### src/hdl/tag_mem_pkg.sv
// shared widths, codes and types; only the EPC bank is readable, sensor banks are write-only logs
package tag_mem_pkg;

    localparam int WORD_W = 16;
    localparam int ADDR_W = 6;
    localparam int CMD_W  = 14;

    // bit positions in the one-hot command vector
    localparam int CMD_BIT_SELECT = 4;
    localparam int CMD_BIT_READ   = 7;
    localparam int CMD_BIT_WRITE  = 8;

    localparam logic [1:0] BANK_EPC = 2'b01;

    // one-hot sram bank selects
    localparam logic [2:0] SEL_EPC = 3'b001;
    localparam logic [2:0] SEL_S1  = 3'b010;
    localparam logic [2:0] SEL_S2  = 3'b100;

    localparam logic [ADDR_W-1:0] CODE_WORD_ADDR = 6'd2; // select mask compares against this word

    typedef enum logic [1:0] {
        OP_IDLE,
        OP_EPC_WRITE,
        OP_SENSOR_WRITE,
        OP_EPC_READ
    } access_op_t;

    typedef enum logic [1:0] {
        PH_PRECHARGE,
        PH_ACCESS,
        PH_COMMIT,
        PH_RELEASE
    } phase_t;

    typedef struct packed {
        logic             packet_complete;
        logic [CMD_W-1:0] rx_cmd;
        logic [1:0]       bank;
        logic [7:0]       ptr;
        logic [7:0]       words;
    } rx_req_t;

    typedef struct packed {
        logic [2:0]        target;
        logic [2:0]        action;
        logic [WORD_W-1:0] mask;
    } sel_cmd_t;

    typedef struct packed {
        logic              pc_b;
        logic              we;
        logic              se;
        logic [2:0]        sel;
        logic [ADDR_W-1:0] addr;
        logic [WORD_W-1:0] wdata;
    } mem_ctrl_t;

    // stamp lands in the high byte of the sensor word
    typedef struct packed {
        logic [7:0] stamp;
        logic [7:0] adc;
    } sample_t;

endpackage
### src/hdl/tag_mem_top.sv
// tx_enable must stay high through a write or read sequence, dropping it clears latched commands
`timescale 1ns/1ps

module tag_mem_top import tag_mem_pkg::*; #(
    parameter int TX_DONE_HOLD = 100
) (
    input  logic              clk,
    input  logic              reset,
    input  rx_req_t           rx,
    input  sel_cmd_t          sel,
    input  logic [WORD_W-1:0] epc_data,
    input  logic              epc_data_ready,
    input  sample_t           sample,
    input  logic              adc_data_ready,
    input  logic [2:0]        sensor_code,
    input  logic [WORD_W-1:0] mem_read,
    input  logic              data_clk,
    input  logic              tx_enable,
    output mem_ctrl_t         mem,
    output logic              mem_done,
    output logic              tx_bit,
    output logic              tx_done,
    output logic [1:0]        session,
    output logic              inven_flag,
    output logic              sl_flag
);

    logic [WORD_W-1:0] code_word;
    logic [ADDR_W-1:0] epc_count;
    logic [ADDR_W-1:0] s1_count;
    logic [ADDR_W-1:0] s2_count;
    logic              commit;
    access_op_t        op;
    logic              sensor2;
    logic              word_req;
    logic              word_load;
    logic [WORD_W-1:0] load_word;
    logic              last_word;
    logic              read_active;

    select_eval u_select (
        .clk        (clk),
        .reset      (reset),
        .rx         (rx),
        .sel        (sel),
        .code_word  (code_word),
        .session    (session),
        .inven_flag (inven_flag),
        .sl_flag    (sl_flag)
    );

    tag_state_regs u_regs (
        .clk       (clk),
        .reset     (reset),
        .commit    (commit),
        .op        (op),
        .sensor2   (sensor2),
        .wdata     (mem.wdata),
        .epc_count (epc_count),
        .s1_count  (s1_count),
        .s2_count  (s2_count),
        .code_word (code_word)
    );

    mem_access_seq u_seq (
        .clk            (clk),
        .reset          (reset),
        .rx             (rx),
        .epc_data       (epc_data),
        .epc_data_ready (epc_data_ready),
        .sample         (sample),
        .adc_data_ready (adc_data_ready),
        .sensor_code    (sensor_code),
        .tx_enable      (tx_enable),
        .word_req       (word_req),
        .mem_read       (mem_read),
        .epc_count      (epc_count),
        .s1_count       (s1_count),
        .s2_count       (s2_count),
        .mem            (mem),
        .mem_done       (mem_done),
        .commit         (commit),
        .op             (op),
        .sensor2        (sensor2),
        .word_load      (word_load),
        .load_word      (load_word),
        .last_word      (last_word),
        .read_active    (read_active)
    );

    tx_serializer #(
        .TX_DONE_HOLD (TX_DONE_HOLD)
    ) u_tx (
        .clk         (clk),
        .reset       (reset),
        .data_clk    (data_clk),
        .tx_enable   (tx_enable),
        .read_active (read_active),
        .word_load   (word_load),
        .load_word   (load_word),
        .last_word   (last_word),
        .word_req    (word_req),
        .tx_bit      (tx_bit),
        .tx_done     (tx_done)
    );

endmodule

### src/hdl/tx_serializer.sv
// data_clk must be synchronous to clk with a half period of 8+ cycles so a fetch fits between rises
`timescale 1ns/1ps

module tx_serializer import tag_mem_pkg::*; #(
    parameter int TX_DONE_HOLD = 100
) (
    input  logic              clk,
    input  logic              reset,
    input  logic              data_clk,
    input  logic              tx_enable,
    input  logic              read_active,
    input  logic              word_load,
    input  logic [WORD_W-1:0] load_word,
    input  logic              last_word,
    output logic              word_req,
    output logic              tx_bit,
    output logic              tx_done
);

    localparam int HOLD_W = $clog2(TX_DONE_HOLD + 1);
    localparam int CNT_W  = $clog2(WORD_W);

    logic              dclk_prev;
    logic              rise;
    logic              started;
    logic              valid;
    logic              tail;
    logic              last_q;
    logic [CNT_W-1:0]  bit_cnt;
    logic [WORD_W-1:0] shift;
    logic [HOLD_W-1:0] hold_cnt;

    assign rise = data_clk && !dclk_prev;

    always_ff @(posedge clk) begin
        if (reset) begin
            dclk_prev <= 1'b0;
            started   <= 1'b0;
            valid     <= 1'b0;
            tail      <= 1'b0;
            bit_cnt   <= '0;
            word_req  <= 1'b0;
            tx_bit    <= 1'b0;
            tx_done   <= 1'b0;
            hold_cnt  <= '0;
        end else begin
            dclk_prev <= data_clk;
            word_req  <= 1'b0;

            if (tx_done) begin
                if (hold_cnt == HOLD_W'(TX_DONE_HOLD - 1))
                    tx_done <= 1'b0;
                else
                    hold_cnt <= hold_cnt + 1'b1;
            end

            if (!tx_enable) begin
                started <= 1'b0; // back to idle
                valid   <= 1'b0;
                tail    <= 1'b0;
                tx_bit  <= 1'b0;
            end else if (rise) begin
                if (tail) begin
                    tail     <= 1'b0;
                    tx_bit   <= 1'b0;
                    tx_done  <= 1'b1;
                    hold_cnt <= '0;
                end else if (valid) begin
                    tx_bit  <= shift[WORD_W-1];
                    bit_cnt <= bit_cnt + 1'b1;
                    if (bit_cnt == CNT_W'(WORD_W - 1)) begin
                        valid <= 1'b0;
                        if (last_q)
                            tail <= 1'b1;
                        else
                            word_req <= 1'b1; // next word lands before next rise
                    end
                end else if (!started && read_active) begin
                    started  <= 1'b1;
                    word_req <= 1'b1;
                end
            end else if (word_load) begin
                valid   <= 1'b1;
                bit_cnt <= '0;
            end
        end
    end

    // shift register payload
    always_ff @(posedge clk) begin
        if (word_load) begin
            shift  <= load_word;
            last_q <= last_word;
        end else if (rise && valid) begin
            shift <= shift << 1;
        end
    end

endmodule

### src/hdl/mem_access_seq.sv
// one 4-cycle access in flight and one pending request per source; extra strobes are dropped
`timescale 1ns/1ps

module mem_access_seq import tag_mem_pkg::*; (
    input  logic              clk,
    input  logic              reset,
    input  rx_req_t           rx,
    input  logic [WORD_W-1:0] epc_data,
    input  logic              epc_data_ready,
    input  sample_t           sample,
    input  logic              adc_data_ready,
    input  logic [2:0]        sensor_code,
    input  logic              tx_enable,
    input  logic              word_req,
    input  logic [WORD_W-1:0] mem_read,
    input  logic [ADDR_W-1:0] epc_count,
    input  logic [ADDR_W-1:0] s1_count,
    input  logic [ADDR_W-1:0] s2_count,
    output mem_ctrl_t         mem,
    output logic              mem_done,
    output logic              commit,
    output access_op_t        op,
    output logic              sensor2,
    output logic              word_load,
    output logic [WORD_W-1:0] load_word,
    output logic              last_word,
    output logic              read_active
);

    phase_t            phase;
    logic              write_armed;
    logic              read_latched;
    logic [ADDR_W-1:0] rd_addr;
    logic [ADDR_W-1:0] rd_low;
    logic [7:0]        rd_top;
    logic              rd_pend;
    logic              epc_pend;
    logic              s_pend;
    logic [WORD_W-1:0] epc_hold;
    sample_t           s_hold;
    logic              s2_hold;
    logic              adc_prev;
    logic              adc_rise;
    logic              s_valid;
    logic              rd_req;
    logic              epc_req;
    logic              s_req;
    logic              idle;
    logic              start_rd;
    logic              start_epc;
    logic              start_s;
    logic              cap_read;
    logic              cap_write;
    logic              is_write;
    logic              in_drive;
    logic [2:0]        cur_sel;
    logic [ADDR_W-1:0] cur_addr;
    logic [WORD_W-1:0] cur_wdata;

    assign cap_read  = rx.packet_complete && rx.rx_cmd[CMD_BIT_READ] && (rx.bank == BANK_EPC);
    assign cap_write = rx.packet_complete && rx.rx_cmd[CMD_BIT_WRITE] && (rx.bank == BANK_EPC);
    assign rd_top    = rx.ptr + rx.words - 8'd1;

    assign adc_rise = adc_data_ready && !adc_prev;
    assign s_valid  = (sensor_code == 3'd1) || (sensor_code == 3'd2);

    // live strobes count as requests in their own cycle
    assign rd_req  = rd_pend || word_req;
    assign epc_req = epc_pend || (epc_data_ready && write_armed);
    assign s_req   = s_pend || (adc_rise && s_valid);

    assign idle      = (op == OP_IDLE);
    assign start_rd  = idle && rd_req && read_latched;
    assign start_epc = idle && !start_rd && epc_req;
    assign start_s   = idle && !start_rd && !epc_req && s_req;

    // command capture
    always_ff @(posedge clk) begin
        if (reset) begin
            write_armed  <= 1'b0;
            read_latched <= 1'b0;
            rd_addr      <= '0;
            rd_low       <= '0;
        end else begin
            if (cap_write)
                write_armed <= 1'b1;
            else if (!tx_enable)
                write_armed <= 1'b0;

            if (cap_read) begin
                read_latched <= 1'b1;
                rd_addr      <= rd_top[ADDR_W-1:0];
                rd_low       <= rx.ptr[ADDR_W-1:0];
            end else if (!tx_enable) begin
                read_latched <= 1'b0;
            end else if (start_rd) begin
                rd_addr <= rd_addr - 1'b1; // walk down the range
            end
        end
    end

    // one pending request per source
    always_ff @(posedge clk) begin
        if (reset) begin
            rd_pend  <= 1'b0;
            epc_pend <= 1'b0;
            s_pend   <= 1'b0;
            adc_prev <= 1'b0;
        end else begin
            adc_prev <= adc_data_ready;
            rd_pend  <= rd_req && !start_rd && tx_enable;
            epc_pend <= epc_req && !start_epc;
            s_pend   <= s_req && !start_s;
        end
    end

    always_ff @(posedge clk) begin
        if (epc_data_ready && !epc_pend)
            epc_hold <= epc_data;
        if (adc_rise && !s_pend) begin
            s_hold  <= sample;
            s2_hold <= (sensor_code == 3'd2);
        end
    end

    // access sequencer
    always_ff @(posedge clk) begin
        if (reset) begin
            op        <= OP_IDLE;
            phase     <= PH_PRECHARGE;
            cur_sel   <= '0;
            cur_addr  <= '0;
            sensor2   <= 1'b0;
            last_word <= 1'b0;
        end else if (idle) begin
            phase <= PH_PRECHARGE;
            if (start_rd) begin
                op        <= OP_EPC_READ;
                cur_sel   <= SEL_EPC;
                cur_addr  <= rd_addr;
                last_word <= (rd_addr == rd_low);
            end else if (start_epc) begin
                op       <= OP_EPC_WRITE;
                cur_sel  <= SEL_EPC;
                cur_addr <= epc_count;
            end else if (start_s) begin
                op       <= OP_SENSOR_WRITE;
                sensor2  <= s_pend ? s2_hold : (sensor_code == 3'd2);
                cur_sel  <= (s_pend ? s2_hold : (sensor_code == 3'd2)) ? SEL_S2 : SEL_S1;
                cur_addr <= (s_pend ? s2_hold : (sensor_code == 3'd2)) ? s2_count : s1_count;
            end
        end else begin
            case (phase)
                PH_PRECHARGE: phase <= PH_ACCESS;
                PH_ACCESS:    phase <= PH_COMMIT;
                PH_COMMIT:    phase <= PH_RELEASE;
                default: begin
                    phase <= PH_PRECHARGE;
                    op    <= OP_IDLE;
                end
            endcase
        end
    end

    always_ff @(posedge clk) begin
        if (start_epc)
            cur_wdata <= epc_pend ? epc_hold : epc_data;
        else if (start_s)
            cur_wdata <= s_pend ? s_hold : sample;
    end

    assign is_write = (op == OP_EPC_WRITE) || (op == OP_SENSOR_WRITE);
    assign in_drive = (phase == PH_ACCESS) || (phase == PH_COMMIT); // we/se window

    always_comb begin
        mem.pc_b  = !(!idle && phase == PH_PRECHARGE);
        mem.we    = is_write && in_drive;
        mem.se    = (op == OP_EPC_READ) && in_drive;
        mem.sel   = cur_sel;
        mem.addr  = cur_addr;
        mem.wdata = cur_wdata;
    end

    assign commit      = is_write && (phase == PH_COMMIT);
    assign mem_done    = commit;
    assign word_load   = (op == OP_EPC_READ) && (phase == PH_COMMIT);
    assign load_word   = mem_read;
    assign read_active = read_latched;

endmodule

### src/hdl/tag_state_regs.sv
// fill counters wrap at 64 words per bank; code word follows the last write to its EPC address
`timescale 1ns/1ps

module tag_state_regs import tag_mem_pkg::*; (
    input  logic              clk,
    input  logic              reset,
    input  logic              commit,
    input  access_op_t        op,
    input  logic              sensor2,
    input  logic [WORD_W-1:0] wdata,
    output logic [ADDR_W-1:0] epc_count,
    output logic [ADDR_W-1:0] s1_count,
    output logic [ADDR_W-1:0] s2_count,
    output logic [WORD_W-1:0] code_word
);

    always_ff @(posedge clk) begin
        if (reset) begin
            epc_count <= '0;
            s1_count  <= '0;
            s2_count  <= '0;
            code_word <= '0;
        end else if (commit) begin
            case (op)
                OP_EPC_WRITE: begin
                    epc_count <= epc_count + 1'b1;
                    if (epc_count == CODE_WORD_ADDR)
                        code_word <= wdata; // word just written there
                end
                OP_SENSOR_WRITE: begin
                    if (sensor2)
                        s2_count <= s2_count + 1'b1;
                    else
                        s1_count <= s1_count + 1'b1;
                end
                default: ;
            endcase
        end
    end

endmodule

### src/hdl/select_eval.sv
// select is honoured only for the EPC bank and only in the packet_complete cycle; flags reset to 1
`timescale 1ns/1ps

module select_eval import tag_mem_pkg::*; (
    input  logic              clk,
    input  logic              reset,
    input  rx_req_t           rx,
    input  sel_cmd_t          sel,
    input  logic [WORD_W-1:0] code_word,
    output logic [1:0]        session,
    output logic              inven_flag,
    output logic              sl_flag
);

    logic sel_hit;
    logic match;
    logic act_set;
    logic act_clr;
    logic act_tog;
    logic flag_cur;
    logic flag_new;

    assign sel_hit = rx.packet_complete && rx.rx_cmd[CMD_BIT_SELECT] && (rx.bank == BANK_EPC);
    assign match   = (sel.mask == code_word);

    // action decode differs for matching and non-matching tags
    always_comb begin
        act_set = 1'b0;
        act_clr = 1'b0;
        act_tog = 1'b0;
        if (match) begin
            case (sel.action)
                3'd0, 3'd1: act_set = 1'b1;
                3'd4, 3'd5: act_clr = 1'b1;
                3'd3:       act_tog = 1'b1;
                default:    ;
            endcase
        end else begin
            case (sel.action)
                3'd4, 3'd6: act_set = 1'b1;
                3'd0, 3'd2: act_clr = 1'b1;
                3'd7:       act_tog = 1'b1;
                default:    ;
            endcase
        end
    end

    assign flag_cur = sel.target[2] ? sl_flag : inven_flag; // target 4 picks SL

    always_comb begin
        if (act_set)
            flag_new = 1'b1;
        else if (act_clr)
            flag_new = 1'b0;
        else if (act_tog)
            flag_new = ~flag_cur;
        else
            flag_new = flag_cur;
    end

    always_ff @(posedge clk) begin
        if (reset) begin
            session    <= 2'd0;
            inven_flag <= 1'b1;
            sl_flag    <= 1'b1;
        end else if (sel_hit) begin
            if (sel.target < 3'd4) begin
                session    <= sel.target[1:0];
                inven_flag <= flag_new;
            end else if (sel.target == 3'd4) begin
                sl_flag <= flag_new;
            end
        end
    end

endmodule

### config.mk
export PLATFORM = sky130hd
export DESIGN_NAME = tag_mem_top
export DESIGN_NICKNAME = d
export VERILOG_FILES = /design/src/hdl/tag_mem_pkg.sv /design/src/hdl/tag_mem_top.sv /design/src/hdl/tx_serializer.sv /design/src/hdl/mem_access_seq.sv /design/src/hdl/tag_state_regs.sv /design/src/hdl/select_eval.sv
export SDC_FILE = /design/constraint.sdc
export NUM_CORES = 1
export LEC_CHECK = 0
export ABC_AREA = 1
export CAP_MARGIN = 0
export CORE_UTILIZATION = 40
export CTS_CLUSTER_SIZE = 12
export DETAILED_ROUTE_END_ITERATION = 12
export DONT_BUFFER_PORTS = 1
export GPL_ROUTABILITY_DRIVEN = 0
export GPL_TIMING_DRIVEN = 0
export PLACE_DENSITY = 0.6
export RECOVER_POWER = 25
export SLEW_MARGIN = 20
export SYNTH_ARGS = -nofsm -noshare
export SYNTH_HDL_FRONTEND = slang
export SYNTH_SLANG_ARGS = --single-unit
### constraint.sdc
create_clock -name clk -period 3 [get_ports clk]
set_input_delay 0 -clock clk [delete_from_list [all_inputs] [get_ports clk]]
set_output_delay 0 -clock clk [all_outputs]
set_load 0.05 [all_outputs]
==> results of run 1 <==
## Yosys cell counts, drive strengths merged, types with 2 or more instances
master  instances  share of area
nor2           67          0.036
a221oi          2         0.0024
clkbuf         13         0.0066
nand3          29          0.021
nand4           4         0.0034
nand3b          6         0.0061
mux2i          16          0.022
ha             23          0.039
a21oi          68          0.047
dfxtp          89           0.24
or2            16          0.014
inv           137          0.070
o22ai           5         0.0042
xor2           10          0.012
nor3           18          0.014
o21ai          75          0.051
nand2         176          0.090
edfxtp         66           0.27
o211ai         19          0.019
a211oi          6         0.0061
xnor2           3         0.0036
buf            11         0.0090
## stage by stage
stage / hold WS (ns) / cells / utilization
2_1_floorplan: 0.0989 / 871 / -
3_3_place_gp: 0.0990 / 1100 / 0.426
3_5_place_dp: 0.0990 / 1101 / 0.427
4_1_cts: 0.00629 / 1210 / 0.504
5_1_grt: 0.0303 / 1210 / 0.503
6_report: 0.0160 / 1210 / 0.503
## metal layers
layer,share of wire,track usage
met1,0.46,0.244
met4,0.011,0.0610
met5,0,0
met2,0.47,0.324
met3,0.062,0.0523
## state kept, by name, indices dropped and copies added, names as in the netlist, 2 cells and up
signal            count
u_regs.code_word     16
u_regs.epc_count      6
u_regs.s1_count       6
u_regs.s2_count       6
u_select.session      2
u_seq.cur_addr        6
u_seq.cur_sel         3
u_seq.cur_wdata      16
u_seq.epc_hold       16
u_seq.op              2
u_seq.phase           2
u_seq.rd_addr         6
u_seq.rd_low          6
u_seq.s_hold         16
u_tx.bit_cnt          4
u_tx.hold_cnt         7
u_tx.shift           16
## cell type report
cell class                 count  area share
sequential                   155       0.415
multi-input combinational    554       0.329
timing repair buffer          78      0.0862
inverter                     138      0.0579
clock buffer                  21      0.0486
tap                          229      0.0316
clock inverter                11      0.0188
buffer                        24      0.0127
## worst register-to-register path: cells and delay by family, from the launching register on
| kind | cells | cell delay (ns) |
|---|---|---|
| buffers and inverters | 4 | 1.23 |
| AND/OR/NAND/NOR | 11 | 0.96 |
| flip-flops | 1 | 0.32 |
## power by group through the flow
stage | sequential, mW | clock (mW) | combinational [mW]
finish | 2.44 | 2.23 | 0.446
global route | 2.45 | 2.37 | 0.503
CTS | 2.44 | 2.27 | 0.450
detailed placement | 2.49 | 0 | 0.363
global placement | 2.49 | 0 | 0.355
floorplan | 2.47 | 0 | 0.279
## cell families after synthesis
| logic type | share of synthesized area |
|---|---|
| AOI/OAI and AO/OA | 0.138 |
| xor gates and xnor gates | 0.0154 |
| adders and majority gates | 0.0416 |
| buffers and inverters | 0.0867 |
| DFF | 0.509 |
| muxes | 0.0217 |
| and+or+nand+nor | 0.188 |
## how the worst max path moves through the flow
stage,endpoint,cells after the start,slack [ns],start
after floorplan,u_seq.s2_hold,3,0.70,u_seq.s_pend
after global placement,u_seq.s_hold[9],3,0.07,u_seq.s_pend
after detailed placement,u_seq.cur_wdata[9],8,0.50,u_seq.op[0]
after CTS,u_select.sl_flag,15,0.39,u_regs.code_word[6]
after global routing,u_select.sl_flag,15,0.14,u_regs.code_word[8]
final,u_select.sl_flag,15,0.39,u_regs.code_word[6]
## what timing repair did
action / 4_1_cts / 5_1_grt
hold buffers: 77 / 0
resized for setup: 0 / 0
hold endpoints to repair: 122 / 0
==> qor.yml, run 1 <==
global_routing:
  track_usage: 0.194
  first_global_vias: 5661
  overflow: 0
  antenna_found_initial: 0
  grt_pass1_wl_um: 27900
  grt_max_degree: 17
synthesis:
  yosys_warnings: 0
  seq_area_frac_synth: 0.509
  yosysUniqueCellTypes: 47
  synth_async_sr_flop_share: 0
  netlist_instances: 871
  synth-edff-count: 66
  syn_nets: 1007
  yosys_most_used_dff: "dfxtp_1"
  synthesis.area_um2: 7390
  avgSynthCellArea_um2: 8.49
  synth_seq_cells: 155
cells_and_area:
  nNetsFinal: 1104
  nFillCells: 1722
  area_growth_pct: 22.7
  drive_above_1_share: 0.0744
  final_common_cell: "nand2_1"
  layout_common_cells: "nand2_1, inv_1, dfxtp_1"
  final_cell_area_um2: 9070
  register_area_um2: 3760
  multiInputGateArea_um2: 2990
  num_antenna_cells: 0
routing:
  drt_wl_total_um: 17500
  viasPerCell: 4.84
  drt_iter0_markers: 334
  drc: 0
  num_vias: 5860
  firstDrtPassIters: 5
  wire_per_inst_um: 14.5
  ant_nets: 0
placed_design:
  placed_cell_area_um2: 7700
  place.detailed.hpwl_um: 12900
  place_ws_ns: 0.505
  port_buffers: 0
clock_tree:
  cts_htree_levels: 4
  cts_tree: "built"
  clock-sinks: 155
  clk_latency_ns: 0.42
  cts-root-buf: "clkbuf_16"
  cts_setup_buffers: 0
  clkTransAtPathRegs_ns: 0.06
  cts_buffers: 17
  clk_path_buf_depth: 2
worst_setup_path:
  cp_max_fo: 4
  worstPathRequired_ns: 3.32
  path_cells: "inv_1, nand2_1, nand2_1, nor2_1, nand2_1, nor2_1, nand2_1, nand2_1, nand2_1, dlygate4sd3_1, nor2_1, inv_1, nand3_1, dlygate4sd3_1, nand2_1"
  start_kind: "register"
  arrival_ns: 2.93
  crit_top_cell: "nand2_1"
  r2r_start: "u_regs.code_word[6]"
  timing.rr.end: "u_select.sl_flag"
  ff2ff_path_depth: 15
  r2r_slack_ns: 0.39
  crit_family: "buffers and inverters"
  cp_num_buf_inv: 4
  crit_path_end_kind: "register"
  crit_path_max_incr_delay_ns: 0.57
  slowest_stage: "dlygate4sd3_1"
  timing_worst_setup_path_type: "register to register"
floorplanning:
  die_y_um: 138
  rows: 49
  initial_core_util: 0.410
  die_area_um2: 19000
  die_x_um: 138
  num_io_pins: 147
  core_um2: 18000
timing:
  tightest_slew_ns: 0.805
  rsz0062_at_grt: "false"
  setup_tns_ns: 0
  min_period_over_period: 0.871
  slew_headroom: 0.463
  fin_worst_skew_ns: 0.0104
  maxSlewViolCount: 0
  timing.fmax_mhz: 383
  period_minus_slack_ns: 2.61
  hold_viol: 0
  setup_ws_ns: 0.386
  finalSetupViolations: 0
pwr:
  switching_share: 0.246
  p_int_mw: 3.86
  p_clk_frac: 0.436
  power.share.combinational: 0.087
  vdd_drop_max_v: 0.000418
  pwr-share-seq: 0.477
  power.switching_mw: 1.26
  p_total_mw: 5.12
  power.density_nw_per_um2: 564
  p_leak_nw: 3.63
min_path:
  min_to: "u_seq.cur_wdata[5]"
  worstHoldPathType: "input pin to register"
  whs_path_depth: 2
  hold_start: "epc_data[5]"
flow_run:
  cap_viol_max_count: 0
outcome:
  status: "finished, final reports clean"
Note: power is estimated with default switching activity, not from simulation.
==> inputs of run 2 (changes only) <==
CELL_PAD_IN_SITES_DETAIL_PLACEMENT = 0   (was not set)
CELL_PAD_IN_SITES_GLOBAL_PLACEMENT = 1   (was not set)
PLACE_DENSITY = 0.75   (was 0.6)
==> run 2 against run 1 <==
Compared with the run above: register-to-register slack better by 0.02 ns; wire length is 0.68% higher; first-iteration DRC count is 30% lower; flip-flop and latch count stayed put; final cell count is 0.17% higher; sequential power hardly changed; die area stayed put; core utilization is 0.37 points higher.
==> qor.yml, run 2 (synthesized netlist as in run 1, its figures left out) <==
global_routing:
  grt_util_met2: 0.328
  antenna_found_initial: 1
  grtUsageMet3: 0.0596
  grt_pass1_wl_um: 28000
  track_usage: 0.194
  use_met1: 0.239
  grt_max_degree: 17
  overflow: 0
  top_usage_layer: "met2"
  first_global_vias: 5698
floorplanning:
  die_y_um: 138
  num_io_pins: 147
  rows: 49
  initial_core_util: 0.410
  core_um2: 18000
  die_area_um2: 19000
  die_x_um: 138
clock_tree:
  clkTransAtPathRegs_ns: 0.06
  cts_setup_buffers: 0
  clk_path_buf_depth: 2
  post_cts_resized: 0
  clock-sinks: 155
  clk_latency_ns: 0.42
  ctsHoldBuffers: 77
  cts-root-buf: "clkbuf_16"
  cts_tree: "built"
  cts_buffers: 17
  cts_htree_levels: 4
worst_setup_path:
  critPathLaunch: "u_regs.code_word[6]"
  r2r_slack_ns: 0.41
  cp_max_fo: 4
  crit_top_cell: "nand2_1"
  ff2ff_path_depth: 15
  timing_worst_setup_path_type: "register to register"
  start_kind: "register"
  crit_path_end_kind: "register"
  worstPathRequired_ns: 3.31
  r2r_start: "u_regs.code_word[6]"
  crit_family: "buffers and inverters"
  path_cells: "inv_1, nand2_1, nand2_1, nor2_1, nand2_1, nor2_1, nand2_1, nand2_1, nand2_1, dlygate4sd3_1, nor2_1, inv_1, nand3_1, dlygate4sd3_1, nand2_1"
  crit_path_max_incr_delay_ns: 0.56
  timing.rr.end: "u_select.sl_flag"
  cp_num_buf_inv: 4
  arrival_ns: 2.91
  slowest_stage: "dlygate4sd3_1"
cells_and_area:
  layout_common_cells: "nand2_1, inv_1, dfxtp_1"
  final_cells: 1212
  nFillCells: 1725
  final_cell_area_um2: 9140
  final_core_util: 0.507
  area_growth_pct: 23.6
  drive_above_1_share: 0.0794
  register_area_um2: 3760
  nNetsFinal: 1105
  final_common_cell: "nand2_1"
  multiInputGateArea_um2: 2990
timing:
  finalSetupViolations: 0
  hold_ws_ns: 0.0373
  maxSlewViolCount: 0
  fin_worst_skew_ns: 0.0109
  slew_headroom: 0.463
  timing.fmax_mhz: 385
  period_minus_slack_ns: 2.59
  min_period_over_period: 0.865
  hold_viol: 0
  rsz0062_at_grt: "false"
  setup_ws_ns: 0.405
  setup_tns_ns: 0
  tightest_slew_ns: 0.804
routing:
  wire_per_inst_um: 14.5
  drt_iter0_markers: 235
  drc: 0
  num_vias: 5902
  ant_nets: 0
  drt_wl_total_um: 17600
  firstDrtPassIters: 4
  viasPerCell: 4.87
flow_run:
  cap_viol_max_count: 0
pwr:
  p_total_mw: 5.32
  p_leak_nw: 3.66
  power.density_nw_per_um2: 582
  vdd_drop_max_v: 0.000400
placed_design:
  place_ws_ns: 0.473
  place.detailed.hpwl_um: 13200
  dp.cells: 1102
  port_buffers: 0
  placed_cell_area_um2: 7700
outcome:
  status: "finished, final reports clean"
min_path:
  min_to: "u_regs.code_word[3]"
  hold_start: "reset"
  worstHoldPathType: "input pin to register"
  whs_path_depth: 4
## run 2: cell types whose count changed in the layout (fill, tap and decap cells not counted)
cell,before,now
clkinvlp_4,2,3
clkinv_1,1,0
clkinv_2,1,0
inv_6,1,2
diode_2,0,1
buf_6,3,2
bufinv_16,4,6
buf_4,1,3
clkinvlp_2,0,1
clkbuf_1,17,14
## run 2: worst max-delay path by stage
stage / endpoint / slack, ns / depth (start not counted)
floorplan: u_seq.s2_hold / 0.70 / 3
global placement: u_seq.s_hold[8] / 0.11 / 3
detailed placement: u_seq.cur_wdata[8] / 0.47 / 8
CTS: u_select.sl_flag / 0.36 / 15
global route: u_select.sl_flag / 0.16 / 15
finish: u_select.sl_flag / 0.41 / 15
## run 2: report_power, final
part	total (mW)	switching [mW]	leakage [nW]	internal [mW]
clock	2.43	0.863	0.313	1.57
sequential	2.44	0.160	1.34	2.28
combinational	0.450	0.266	2.01	0.184
total	5.32	1.29	3.66	4.03
## run 2: layout make-up
class | count | area share
diodes | 1 | 0.000274
plain buffers | 24 | 0.0126
clock buffers | 18 | 0.0470
clock inverters | 14 | 0.0266
inverters | 138 | 0.0575
multi-input cells | 554 | 0.327
flip-flops and latches | 155 | 0.412
well taps | 229 | 0.0314
repair buffers | 79 | 0.0860
## run 2: worst min-delay path, stage by stage
cell,delay [ns]
inv_1,0.06
clkbuf_1,0.20
o21ai_0,0.11
a21oi_1,0.04
## run 2: per-layer routing
layer	part of all wire	routed length, µm	vias to the layer above
li1	-	-	3076
met5	0	0	-
met1	0.46	8160	2705
met4	0.0099	175	0
met3	0.053	940	12
met2	0.47	8340	109
==> inputs of run 3 (changes only) <==
RECOVER_POWER = 100   (was 25)
SKIP_CTS_REPAIR_TIMING = 1   (was not set)
==> run 3 against run 2 <==
Compared with the run above: clock power barely moved; non-clock buffer count fell by 3; flip-flop and latch count did not move; core utilization fell by 0.51 points; critical endpoint is now u_seq.cur_wdata[3]; maximum frequency fell by 0.35%; the flow now finishes with violations (negative hold slack).
==> qor.yml, run 3 (synthesized netlist as in run 1, its figures left out) <==
pwr:
  power.switching_mw: 1.28
  p_int_mw: 4.03
  switching_share: 0.242
  pwr-share-seq: 0.460
  power.share.combinational: 0.082
  p_leak_nw: 3.62
  vdd_drop_max_v: 0.000399
  power.density_nw_per_um2: 587
  p_total_mw: 5.31
  p_clk_frac: 0.457
global_routing:
  track_usage: 0.188
  first_global_vias: 5324
  grt_pass1_wl_um: 26900
  overflow: 0
  antenna_found_initial: 1
  grt_max_degree: 17
cells_and_area:
  final_common_cell: "nand2_1"
  layout_common_cells: "nand2_1, inv_1, dfxtp_1"
  final_cell_area_um2: 9050
  nNetsFinal: 1102
  drive_above_1_share: 0.0603
  final_core_util: 0.502
  area_growth_pct: 22.4
timing:
  finalSetupViolations: 0
  timing.fmax_mhz: 384
  setup_tns_ns: 0
  min_period_over_period: 0.868
  rsz0062_at_grt: "false"
  period_minus_slack_ns: 2.60
  hold_ws_ns: -0.0499
  hold_viol: 4
  tightest_slew_ns: 1.30
  maxSlewViolCount: 0
  slew_headroom: 0.129
  fin_worst_skew_ns: 0.00714
worst_setup_path:
  arrival_ns: 2.65
  critPathLaunch: "u_seq.op[0]"
  crit_path_end_kind: "register"
  start_kind: "register"
  r2r_slack_ns: 0.40
  r2r_start: "u_seq.op[0]"
  cp_max_fo: 16
  worstPathRequired_ns: 3.05
  endpoint: "u_seq.cur_wdata[3]"
  ff2ff_path_depth: 8
  timing_worst_setup_path_type: "register to register"
  timing.rr.end: "u_seq.cur_wdata[3]"
floorplanning:
  die_area_um2: 19000
  initial_core_util: 0.410
  die_y_um: 138
  die_x_um: 138
  rows: 49
  core_um2: 18000
  num_io_pins: 147
placed_design:
  placed_cell_area_um2: 7700
  place.detailed.hpwl_um: 13200
  port_buffers: 0
clock_tree:
  cts_tree: "built"
  clk_latency_ns: 0.42
  clock-sinks: 155
  cts_htree_levels: 4
  clkTransAtPathRegs_ns: 0.06
  clk_path_buf_depth: 2
  cts-root-buf: "clkbuf_16"
  cts_buffers: 17
routing:
  drc: 0
  firstDrtPassIters: 4
  drt_wl_total_um: 17500
  ant_nets: 0
  drt_iter0_markers: 226
  num_vias: 5866
  viasPerCell: 4.85
  wire_per_inst_um: 14.5
flow_run:
  cap_viol_max_count: 0
outcome:
  violations: "negative hold slack"
  status: "complete, but fails checks"
min_path:
  worstHoldPathType: "input pin to register"
-- run 3: cell types whose count changed in the layout (fill, tap and decap cells not counted), moves of 2 or more --
| cell | before | now |
|---|---|---|
| buf_2 | 5 | 1 |
| nor2_1 | 61 | 66 |
| buf_1 | 3 | 0 |
| nor3_1 | 15 | 17 |
| nor2_2 | 6 | 1 |
| nor3_2 | 2 | 0 |
| clkbuf_1 | 14 | 25 |
| dlygate4sd3_1 | 77 | 74 |
| o21ai_0 | 72 | 74 |
| buf_4 | 3 | 1 |
| buf_6 | 2 | 0 |
-- run 3: critical path: stages (launching register included) --
cell,delay [ns]
dfxtp_1,0.38
inv_1,0.08
ha_1,0.27
nand3_1,0.27
clkinv_4,0.17
nor2_1,0.18
nand2_2,0.10
clkbuf_1,0.23
nand2_1,0.55
-- run 3: per-stage QoR --
stage	setup slack (ns)	hold WS, ns	cells
final	0.396	-0.0499	1209
after global placement	0.112	0.0990	1100
after floorplan	0.702	0.0989	871
after global routing	0.153	-0.00847	1209
after detailed placement	0.473	0.0990	1102
after CTS	0.457	-0.348	1134
-- run 3: worst min path at each step --
stage | slack, ns | start | end | depth (start not counted)
3_5_place_dp | 0.1 | sample[8] | u_seq.s_hold[8] | 0
2_1_floorplan | 0.1 | epc_data[0] | u_seq.epc_hold[0] | 0
6_report | -0.05 | rx[22] | u_select.inven_flag | 6
4_1_cts | -0.35 | epc_data[6] | u_seq.epc_hold[6] | 0
3_3_place_gp | 0.1 | epc_data[6] | u_seq.epc_hold[6] | 0
5_1_grt | -0.008 | tx_enable | u_tx.bit_cnt[0] | 4
-- run 3: final cells by class --
type / count / area (µm²)
Buffer: 24 / 95.1
Clock buffer: 18 / 429
Inverter: 138 / 526
Fill cell: 1736 / 8980
Tap cell: 229 / 287
Timing Repair Buffer: 76 / 748
Multi-Input combinational cell: 554 / 2950
Sequential cell: 155 / 3760
Antenna cell: 1 / 2.50
Clock inverter: 14 / 243
-- run 3: routing by layer --
| metal | share of wire | global-route usage | up-vias |
|---|---|---|---|
| met5 | 0 | 0 | - |
| met4 | 0.011 | 0.0586 | 0 |
| met3 | 0.064 | 0.0647 | 14 |
| met2 | 0.47 | 0.307 | 129 |
| met1 | 0.46 | 0.233 | 2657 |
| li1 | - | - | 3066 |
-- run 3: power by group through the flow --
stage               Combinational (mW)  Sequential [mW]  Clock [mW]
floorplan                        0.279             2.47           0
global placement                 0.360             2.49           0
detailed placement               0.368             2.49           0
CTS                              0.370             2.45        2.48
global route                     0.497             2.45        2.57
finish                           0.437             2.44        2.43
